### config.mk
export PLATFORM = sky130hd
export DESIGN_NAME = frontend_top
export DESIGN_NICKNAME = d
export VERILOG_FILES = /design/src/design/frontend_pkg.sv /design/src/design/fetch_pc_gen.sv /design/src/design/frontend_top.sv /design/src/design/imem_ram.sv /design/src/design/instr_decode.sv /design/src/design/pipe_stage_reg.sv /design/src/design/trap_csr_regs.sv
export SDC_FILE = /design/constraint.sdc
export NUM_CORES = 2
export LEC_CHECK = 0
export BUFFER_PORTS_ARGS = -buffer_cell sky130_fd_sc_hd__buf_2
export CAP_MARGIN = 20
export CORE_MARGIN = 2
export CORE_UTILIZATION = 56
export DETAILED_ROUTE_END_ITERATION = 6
export PLACE_DENSITY = 0.72
export SYNTH_ARGS = -nofsm -noshare
export SYNTH_HDL_FRONTEND = slang
export SYNTH_SLANG_ARGS = --single-unit
### constraint.sdc
create_clock -name clk -period 3.6 [get_ports clk]
set_input_delay 0.36 -clock clk [delete_from_list [all_inputs] [get_ports clk]]
set_output_delay 0.36 -clock clk [all_outputs]
set_load 0.1 [all_outputs]
### src/design/frontend_pkg.sv
// ****************************************
// shared widths, addresses, opcodes and payload types of the front end
// ****************************************
package frontend_pkg;

    // data path and interrupt widths
    localparam int XLEN     = 32;
    localparam int IRQ_NO_W = 8;

    // instruction memory geometry
    localparam int IMEM_DEPTH = 64;
    localparam int IMEM_AW    = $clog2(IMEM_DEPTH);

    localparam logic [XLEN-1:0] RESET_PC = '0;

    // configuration register map
    localparam int             CFG_AW        = 2;
    localparam logic [CFG_AW-1:0] CFG_ADDR_CTRL = 2'd0;
    localparam logic [CFG_AW-1:0] CFG_ADDR_TVEC = 2'd1;

    // CTRL register bit positions
    localparam int CTRL_FETCH_EN_BIT = 0;
    localparam int CTRL_IRQ_EN_BIT   = 1;

    // RV32I major opcodes
    localparam logic [6:0] OPC_OP     = 7'b0110011;
    localparam logic [6:0] OPC_OP_IMM = 7'b0010011;
    localparam logic [6:0] OPC_LOAD   = 7'b0000011;
    localparam logic [6:0] OPC_STORE  = 7'b0100011;
    localparam logic [6:0] OPC_BRANCH = 7'b1100011;
    localparam logic [6:0] OPC_JAL    = 7'b1101111;
    localparam logic [6:0] OPC_JALR   = 7'b1100111;
    localparam logic [6:0] OPC_LUI    = 7'b0110111;
    localparam logic [6:0] OPC_AUIPC  = 7'b0010111;

    typedef enum logic [2:0] {
        OP_ALU,
        OP_ALUI,
        OP_LOAD,
        OP_STORE,
        OP_BRANCH,
        OP_JUMP,
        OP_UPPER,
        OP_ILLEGAL
    } op_class_e;

    // IF/ID payload
    typedef struct packed {
        logic [XLEN-1:0]     pc;
        logic [XLEN-1:0]     instr;
        logic                irq;
        logic [IRQ_NO_W-1:0] irq_no;
    } fetch_pkt_t;

    // ID/OUT payload
    typedef struct packed {
        logic [XLEN-1:0]     pc;
        op_class_e           op;
        logic [4:0]          rd;
        logic [4:0]          rs1;
        logic [4:0]          rs2;
        logic [XLEN-1:0]     imm;
        logic                irq;
        logic [IRQ_NO_W-1:0] irq_no;
    } decoded_t;

endpackage

### src/design/fetch_pc_gen.sv
// ****************************************
// program counter, fetch packet and trap vectoring
// ****************************************
module fetch_pc_gen (
    input  logic                            clk,
    input  logic                            reset,

    // from the configuration block
    input  logic                            fetch_en_i,
    input  logic [frontend_pkg::XLEN-1:0]   tvec_i,
    input  logic                            irq_pend_i,
    input  logic [frontend_pkg::IRQ_NO_W-1:0] irq_pend_no_i,

    // back end redirect
    input  logic                            redirect_i,
    input  logic [frontend_pkg::XLEN-1:0]   redirect_pc_i,

    // instruction memory
    output logic [frontend_pkg::IMEM_AW-1:0] imem_addr_o,
    input  logic [frontend_pkg::XLEN-1:0]   instr_i,

    // towards IF/ID
    output logic                            fetch_valid_o,
    input  logic                            fetch_ready_i,
    output frontend_pkg::fetch_pkt_t        fetch_pkt_o,
    output logic                            irq_take_o
);

    import frontend_pkg::*;

    logic [XLEN-1:0] pc_q;
    logic            fetch_fire;
    logic [XLEN-1:0] trap_pc;

    // word address into the memory
    assign imem_addr_o = pc_q[IMEM_AW+1:2];

    assign fetch_valid_o = fetch_en_i;

    // a fetch offered during a redirect is dropped by the flush
    assign fetch_fire = fetch_valid_o && fetch_ready_i && !redirect_i;

    // vector target is base + 4 * irq number
    assign trap_pc = tvec_i + {{(XLEN-IRQ_NO_W-2){1'b0}}, irq_pend_no_i, 2'b00};

    assign irq_take_o = fetch_fire && irq_pend_i;

    always_comb begin
        fetch_pkt_o.pc     = pc_q;
        fetch_pkt_o.instr  = instr_i;
        fetch_pkt_o.irq    = irq_pend_i;
        fetch_pkt_o.irq_no = irq_pend_i ? irq_pend_no_i : '0;
    end

    always_ff @(posedge clk) begin
        if (reset) begin
            pc_q <= RESET_PC;
        end else if (redirect_i) begin
            pc_q <= redirect_pc_i;
        end else if (fetch_fire) begin
            if (irq_pend_i) begin
                pc_q <= trap_pc;
            end else begin
                pc_q <= pc_q + XLEN'(4);
            end
        end
    end

endmodule

### src/design/frontend_top.sv
// ****************************************
// instruction front end: config, fetch, memory, IF/ID, decode, ID/OUT
// ****************************************
module frontend_top (
    input  logic                              clk,
    input  logic                              reset,

    // configuration writes
    input  logic                              cfg_we_i,
    input  logic [frontend_pkg::CFG_AW-1:0]   cfg_addr_i,
    input  logic [frontend_pkg::XLEN-1:0]     cfg_wdata_i,

    // instruction memory load
    input  logic                              imem_we_i,
    input  logic [frontend_pkg::IMEM_AW-1:0]  imem_addr_i,
    input  logic [frontend_pkg::XLEN-1:0]     imem_wdata_i,

    // interrupt and redirect
    input  logic                              irq_i,
    input  logic [frontend_pkg::IRQ_NO_W-1:0] irq_no_i,
    input  logic                              redirect_i,
    input  logic [frontend_pkg::XLEN-1:0]     redirect_pc_i,

    // decoded output
    output logic                              out_valid_o,
    input  logic                              out_ready_i,
    output frontend_pkg::decoded_t            out_dec_o
);

    import frontend_pkg::*;

    logic                fetch_en;
    logic [XLEN-1:0]     tvec;
    logic                irq_pend;
    logic [IRQ_NO_W-1:0] irq_pend_no;
    logic                irq_take;

    logic [IMEM_AW-1:0]  imem_raddr;
    logic [XLEN-1:0]     imem_rdata;

    logic                fetch_valid;
    logic                fetch_ready;
    fetch_pkt_t          fetch_pkt;

    logic                id_valid;
    logic                id_ready;
    fetch_pkt_t          id_pkt;
    decoded_t            id_dec;

    trap_csr_regs u_csr (
        .clk           (clk),
        .reset         (reset),
        .cfg_we_i      (cfg_we_i),
        .cfg_addr_i    (cfg_addr_i),
        .cfg_wdata_i   (cfg_wdata_i),
        .irq_i         (irq_i),
        .irq_no_i      (irq_no_i),
        .irq_take_i    (irq_take),
        .fetch_en_o    (fetch_en),
        .tvec_o        (tvec),
        .irq_pend_o    (irq_pend),
        .irq_pend_no_o (irq_pend_no)
    );

    fetch_pc_gen u_fetch (
        .clk           (clk),
        .reset         (reset),
        .fetch_en_i    (fetch_en),
        .tvec_i        (tvec),
        .irq_pend_i    (irq_pend),
        .irq_pend_no_i (irq_pend_no),
        .redirect_i    (redirect_i),
        .redirect_pc_i (redirect_pc_i),
        .imem_addr_o   (imem_raddr),
        .instr_i       (imem_rdata),
        .fetch_valid_o (fetch_valid),
        .fetch_ready_i (fetch_ready),
        .fetch_pkt_o   (fetch_pkt),
        .irq_take_o    (irq_take)
    );

    imem_ram u_imem (
        .clk     (clk),
        .we_i    (imem_we_i),
        .waddr_i (imem_addr_i),
        .wdata_i (imem_wdata_i),
        .raddr_i (imem_raddr),
        .rdata_o (imem_rdata)
    );

    // redirect flushes both stages at the same edge
    pipe_stage_reg #(
        .payload_t (fetch_pkt_t)
    ) if_id (
        .clk         (clk),
        .reset       (reset),
        .flush_i     (redirect_i),
        .in_valid_i  (fetch_valid),
        .in_ready_o  (fetch_ready),
        .in_data_i   (fetch_pkt),
        .out_valid_o (id_valid),
        .out_ready_i (id_ready),
        .out_data_o  (id_pkt)
    );

    instr_decode u_dec (
        .pkt_i (id_pkt),
        .dec_o (id_dec)
    );

    pipe_stage_reg #(
        .payload_t (decoded_t)
    ) id_out (
        .clk         (clk),
        .reset       (reset),
        .flush_i     (redirect_i),
        .in_valid_i  (id_valid),
        .in_ready_o  (id_ready),
        .in_data_i   (id_dec),
        .out_valid_o (out_valid_o),
        .out_ready_i (out_ready_i),
        .out_data_o  (out_dec_o)
    );

endmodule

### src/design/imem_ram.sv
// ****************************************
// instruction word memory, sync write and async read
// ****************************************
module imem_ram (
    input  logic                             clk,

    // load port
    input  logic                             we_i,
    input  logic [frontend_pkg::IMEM_AW-1:0] waddr_i,
    input  logic [frontend_pkg::XLEN-1:0]    wdata_i,

    // fetch port
    input  logic [frontend_pkg::IMEM_AW-1:0] raddr_i,
    output logic [frontend_pkg::XLEN-1:0]    rdata_o
);

    import frontend_pkg::*;

    logic [XLEN-1:0] mem [IMEM_DEPTH];

    always_ff @(posedge clk) begin
        if (we_i) begin
            mem[waddr_i] <= wdata_i;
        end
    end

    // word is back in the same cycle as the address
    assign rdata_o = mem[raddr_i];

endmodule

### src/design/instr_decode.sv
// ****************************************
// RV32I decoder, fetch packet to decoded record
// ****************************************
module instr_decode (
    input  frontend_pkg::fetch_pkt_t pkt_i,
    output frontend_pkg::decoded_t   dec_o
);

    import frontend_pkg::*;

    logic [XLEN-1:0] instr;
    logic [4:0]      f_rd;
    logic [4:0]      f_rs1;
    logic [4:0]      f_rs2;
    logic [XLEN-1:0] imm_i;
    logic [XLEN-1:0] imm_s;
    logic [XLEN-1:0] imm_b;
    logic [XLEN-1:0] imm_u;
    logic [XLEN-1:0] imm_j;

    assign instr = pkt_i.instr;
    assign f_rd  = instr[11:7];
    assign f_rs1 = instr[19:15];
    assign f_rs2 = instr[24:20];

    // immediates per format, sign-extended from bit 31
    assign imm_i = {{20{instr[31]}}, instr[31:20]};
    assign imm_s = {{20{instr[31]}}, instr[31:25], instr[11:7]};
    assign imm_b = {{19{instr[31]}}, instr[31], instr[7], instr[30:25], instr[11:8], 1'b0};
    assign imm_u = {instr[31:12], 12'b0};
    assign imm_j = {{11{instr[31]}}, instr[31], instr[19:12], instr[20], instr[30:21], 1'b0};

    always_comb begin
        // fields a format lacks stay zero
        dec_o.pc     = pkt_i.pc;
        dec_o.op     = OP_ILLEGAL;
        dec_o.rd     = '0;
        dec_o.rs1    = '0;
        dec_o.rs2    = '0;
        dec_o.imm    = '0;
        dec_o.irq    = pkt_i.irq;
        dec_o.irq_no = pkt_i.irq_no;

        case (instr[6:0])
            OPC_OP: begin
                dec_o.op  = OP_ALU;
                dec_o.rd  = f_rd;
                dec_o.rs1 = f_rs1;
                dec_o.rs2 = f_rs2;
            end
            OPC_OP_IMM: begin
                dec_o.op  = OP_ALUI;
                dec_o.rd  = f_rd;
                dec_o.rs1 = f_rs1;
                dec_o.imm = imm_i;
            end
            OPC_LOAD: begin
                dec_o.op  = OP_LOAD;
                dec_o.rd  = f_rd;
                dec_o.rs1 = f_rs1;
                dec_o.imm = imm_i;
            end
            OPC_STORE: begin
                dec_o.op  = OP_STORE;
                dec_o.rs1 = f_rs1;
                dec_o.rs2 = f_rs2;
                dec_o.imm = imm_s;
            end
            OPC_BRANCH: begin
                dec_o.op  = OP_BRANCH;
                dec_o.rs1 = f_rs1;
                dec_o.rs2 = f_rs2;
                dec_o.imm = imm_b;
            end
            OPC_JAL: begin
                dec_o.op  = OP_JUMP;
                dec_o.rd  = f_rd;
                dec_o.imm = imm_j;
            end
            OPC_JALR: begin
                dec_o.op  = OP_JUMP;
                dec_o.rd  = f_rd;
                dec_o.rs1 = f_rs1;
                dec_o.imm = imm_i;
            end
            OPC_LUI, OPC_AUIPC: begin
                dec_o.op  = OP_UPPER;
                dec_o.rd  = f_rd;
                dec_o.imm = imm_u;
            end
            default: begin
                // unknown opcode keeps the illegal defaults
                dec_o.op = OP_ILLEGAL;
            end
        endcase
    end

endmodule

### src/design/pipe_stage_reg.sv
// ****************************************
// one-entry valid/ready pipeline register with flush
// ****************************************
module pipe_stage_reg #(
    parameter type payload_t = logic [31:0]
) (
    input  logic     clk,
    input  logic     reset,
    input  logic     flush_i,

    // producer side
    input  logic     in_valid_i,
    output logic     in_ready_o,
    input  payload_t in_data_i,

    // consumer side
    output logic     out_valid_o,
    input  logic     out_ready_i,
    output payload_t out_data_o
);

    logic     valid_q;
    payload_t data_q;

    // can take a new entry when empty or when the held one leaves now
    assign in_ready_o  = !valid_q || (valid_q && out_ready_i);
    assign out_valid_o = valid_q;
    assign out_data_o  = data_q;

    always_ff @(posedge clk) begin
        if (reset || flush_i) begin
            // flush wipes the whole entry, payload included
            valid_q <= 1'b0;
            data_q  <= '0;
        end else if (in_ready_o) begin
            valid_q <= in_valid_i;
            if (in_valid_i) begin
                data_q <= in_data_i;
            end
        end
        // otherwise hold the stalled entry
    end

endmodule

### src/design/trap_csr_regs.sv
// ****************************************
// fetch control, trap base and pending interrupt latch
// ****************************************
module trap_csr_regs (
    input  logic                              clk,
    input  logic                              reset,

    // configuration write port
    input  logic                              cfg_we_i,
    input  logic [frontend_pkg::CFG_AW-1:0]   cfg_addr_i,
    input  logic [frontend_pkg::XLEN-1:0]     cfg_wdata_i,

    // external interrupt
    input  logic                              irq_i,
    input  logic [frontend_pkg::IRQ_NO_W-1:0] irq_no_i,
    input  logic                              irq_take_i,

    // to the fetch unit
    output logic                              fetch_en_o,
    output logic [frontend_pkg::XLEN-1:0]     tvec_o,
    output logic                              irq_pend_o,
    output logic [frontend_pkg::IRQ_NO_W-1:0] irq_pend_no_o
);

    import frontend_pkg::*;

    logic                fetch_en_q;
    logic                irq_en_q;
    logic [XLEN-1:0]     tvec_q;
    logic                pend_q;
    logic [IRQ_NO_W-1:0] pend_no_q;

    always_ff @(posedge clk) begin
        if (reset) begin
            fetch_en_q <= 1'b0;
            irq_en_q   <= 1'b0;
            tvec_q     <= '0;
        end else if (cfg_we_i) begin
            if (cfg_addr_i == CFG_ADDR_CTRL) begin
                fetch_en_q <= cfg_wdata_i[CTRL_FETCH_EN_BIT];
                irq_en_q   <= cfg_wdata_i[CTRL_IRQ_EN_BIT];
            end else if (cfg_addr_i == CFG_ADDR_TVEC) begin
                tvec_q <= cfg_wdata_i;
            end
        end
    end

    // one request at a time, held until fetch takes it
    always_ff @(posedge clk) begin
        if (reset) begin
            pend_q <= 1'b0;
        end else if (irq_take_i) begin
            pend_q <= 1'b0;
        end else if (irq_i && irq_en_q && !pend_q) begin
            pend_q    <= 1'b1;
            pend_no_q <= irq_no_i;
        end
    end

    assign fetch_en_o    = fetch_en_q;
    assign tvec_o        = tvec_q;
    assign irq_pend_o    = pend_q;
    assign irq_pend_no_o = pend_no_q;

endmodule

==> key figures <==
Timing
  – RSZ-0062 raised after global routing: false
  – Final setup vio count: 0
  – Final Hold Fails: 0
  – Final Slew Violations: 0
  – Worst slew pin tran: 1.10 ns
  – Final Cycle Share: a little over nine tenths
  – Fin crit period: 3.51 ns
  – Max_slew headroom: between 20 and 30%
  – Sum Neg Setup Slack: 0 ns
  – Clock skew: 0.0441 ns
  – Max Fclk: 0.285 GHz

Clocking
  – Worst-path clk slew: 0.06 ns
  – Root Buffer: clkbuf_16
  – CTS tree: yes
  – Post CTS Setup Buffer Count: 0
  – CTS Buf Count: 220
  – Clk sinks: 2289
  – Later-pin clock latency in the skew report: 0.86 ns
  – H-tree depth: 4
  – Clk buf depth: 3

Drt
  – Wirelength per Cell: 32.4 µm
  – Routed Antenna Nets: 0
  – Drt drc: 2
  – TritonRoute pass-1 iters: 7
  – Via Count: approximately 51000
  – Initial DRC Count: between 7000 and 8000
  – Vias per cell: about 6.7
  – Wirelength, routed: approximately 250000 µm

Worst setup path
  – WP data arrival: 4.21 ns
  – CP required: 4.29 ns
  – WS Path Type: reg2reg
  – Crit. End Element: flop
  – Crit path launch type: flop
  – Crit path max fanout: 36

Synth
  – Most common library cells after synthesis: edfxtp_1 (2056), mux4_2 (441), nand2_1 (356)
  – Share of the synthesized area in the top cell type: 69.3%
  – Netlist cell types: 86
  – Post-Syn Nets: between 4000 and 5000
  – Ys async rst share: 0%
  – Most instantiated library cell after synthesis: edfxtp_1
  – Most used DFF post-synth: edfxtp_1
  – Synth top area cells: edfxtp_1 (69%), mux4_2 (11%), dfxtp_1 (5.2%)
  – Syn Area/Cell: between 15 and 20 µm²
  – Cell Area, Synth: 89100 µm²
  – Synth area leader: edfxtp_1
  – Register area share after synthesis: 74.5%
  – Post-synth EDFFs: 2056
  – Ys Warns: 0
  – Gate count of the mapped netlist: 4834
  – Synth Register Bits: 2289

Cells and area
  – Nets: 5465
  – Layout fillers: between 10000 and 15000
  – Fraction of layout cells with a size suffix above 1: 24.5%
  – Layout area overhead: 15.5%
  – Layout Utilization: 65.0%
  – Post-Layout Inst Area: 103000 µm²

Floorplanning
  – Die height: 403 µm
  – Placeable Area: ~160000 µm²
  – Initial Util: 56.3%
  – Row count: 146
  – DIE AREA: 162000 µm²
  – Die X: just over 400 µm
  – IO Count: 211

Power
  – Cell Pwr Density: 542 nW/µm²
  – Peak supply drop: 0.543 mV
  – Leak: 32.4 nW

Placed design
  – Post-DP Area: 94100 µm²
  – Final weighted congestion in routability-driven placement: 0.903
  – HPWL after detailed placement: 145000 µm
  – Port buffer count: between 200 and 250

Worst hold path
  – Worst Hold Class: in2reg

Run
  – MaxCap Viol Count: 0

GRT
  – Total global-route track usage: about 30%
  – Initial antenna violation count: 8
  – Gr ovfl total: 0
  – First-pass GRT wire length: 350000 µm
  – Number of global-route vias before repair: 49400
  – Largest net degree at the start of global routing: 105

Run status
  – Failing checks: design-rule violations
  – Run status: complete, but fails checks
layer usage:
layer | wire, µm | GRT usage (%)
met5 | 47 | 0
met4 | 11100 | 12.5
met3 | 27400 | 6.37
met2 | 115000 | 46.7
met1 | 92500 | 42.3
timing repair:
item / in CTS / in global routing
endpoints found under the hold margin: 89 / 217
hold buffers: 83 / 18
gates resized for setup: 0 / 1
setup endpoints to repair: 0 / 1
critical path, stage by stage, from the launching register on:
cell	delay [ns]
dfxtp_4	0.83
buf_12	0.36
buf_12	0.29
buf_4	0.22
mux4_2	0.31
mux4_2	0.49
a21oi_1	0.63
o22ai_1	0.17
flip-flops by register name, indices dropped and copies added, names as in the netlist:
signal	cells
id_out.out_data_o	91
id_out.out_valid_o	1
if_id.out_data_o	73
if_id.out_valid_o	1
u_csr.fetch_en_o	1
u_csr.irq_en_q	1
u_csr.irq_pend_no_o	8
u_csr.irq_pend_o	1
u_csr.tvec_o	32
u_fetch.pc_q	32
u_imem.mem	2048
power by group:
part	internal [mW]	total (mW)	switching, mW
Sequential	29.1	29.3	0.168
Clock	13.6	23.4	9.82
Combinational	1.21	3.06	1.85
logic make-up after synthesis:
logic type               count (synthesis)  synth area share, %
XOR/XNOR                                30                0.295
multiplexers                           655                 13.6
buffers and inverters                  319                 1.91
flip-flops                            2289                 74.5
adder cells (fa/ha/maj)                 10                0.149
AO/OA/AOI/OAI                          714                 5.30
AND/OR/NAND/NOR                        817                 4.20
placed cells by master (no fill, tap or decap), types with 12 or more instances in the layout:
master	instances
a31oi_1	43
buf_2	211
a21o_1	14
mux2_2	35
a21oi_1	238
and2_1	12
clkinv_1	47
inv_1	29
nand2_1	354
a211oi_1	23
o32a_1	12
clkinv_2	24
edfxtp_1	2056
a22oi_1	157
clkbuf_1	51
o22ai_1	37
nor2_4	63
buf_12	68
nor2b_1	33
a221oi_1	28
nand4_1	18
buf_4	188
nor3_1	49
dfxtp_1	228
nand2b_1	13
clkbuf_16	222
and3_1	30
nand3_1	81
mux2i_1	179
nand3b_1	12
nor2_1	95
o21ai_0	53
dlygate4sd3_1	101
a22o_1	13
mux4_2	441
xnor2_1	20
clkbuf_8	19
bufinv_16	26
metrics by stage:
step           setup WS, ns  cells  hold WS, ns  total power, mW
2_1_floorplan        0.0802   4834        0.432             31.4
3_3_place_gp         0.0887   7065        0.437             32.7
3_5_place_dp          0.114   7065        0.442             32.7
4_1_cts               0.105   7558       0.0147             55.8
5_1_grt              0.0423   7596       0.0554             57.1
6_report             0.0876   7600       0.0759             55.7
cell type report:
type                            count  area, µm²  area share, %
Antenna cell                        4       10.0        0.00973
Clock buffer                      292       6010           5.84
Clock inverter                    118       1350           1.31
Inverter                           30        113          0.109
Multi-Input combinational cell   2226      21500           20.9
Sequential cell                  2289      66400           64.6
Tap cell                         2072       2590           2.52
Timing Repair Buffer              569       4870           4.73
final timing paths:
check,start,end,slack (ns),cells past startpoint
worst max-delay path,u_fetch.pc_q[3],if_id.out_data_o[37],0.09,7
worst min-delay path,cfg_addr_i[0],u_csr.tvec_o[1],0.08,4
worst max register to register,u_fetch.pc_q[3],if_id.out_data_o[37],0.09,7
worst min register to register,if_id.out_data_o[68],id_out.out_data_o[86],0.45,2
Note: power is estimated with default switching activity, not from simulation.
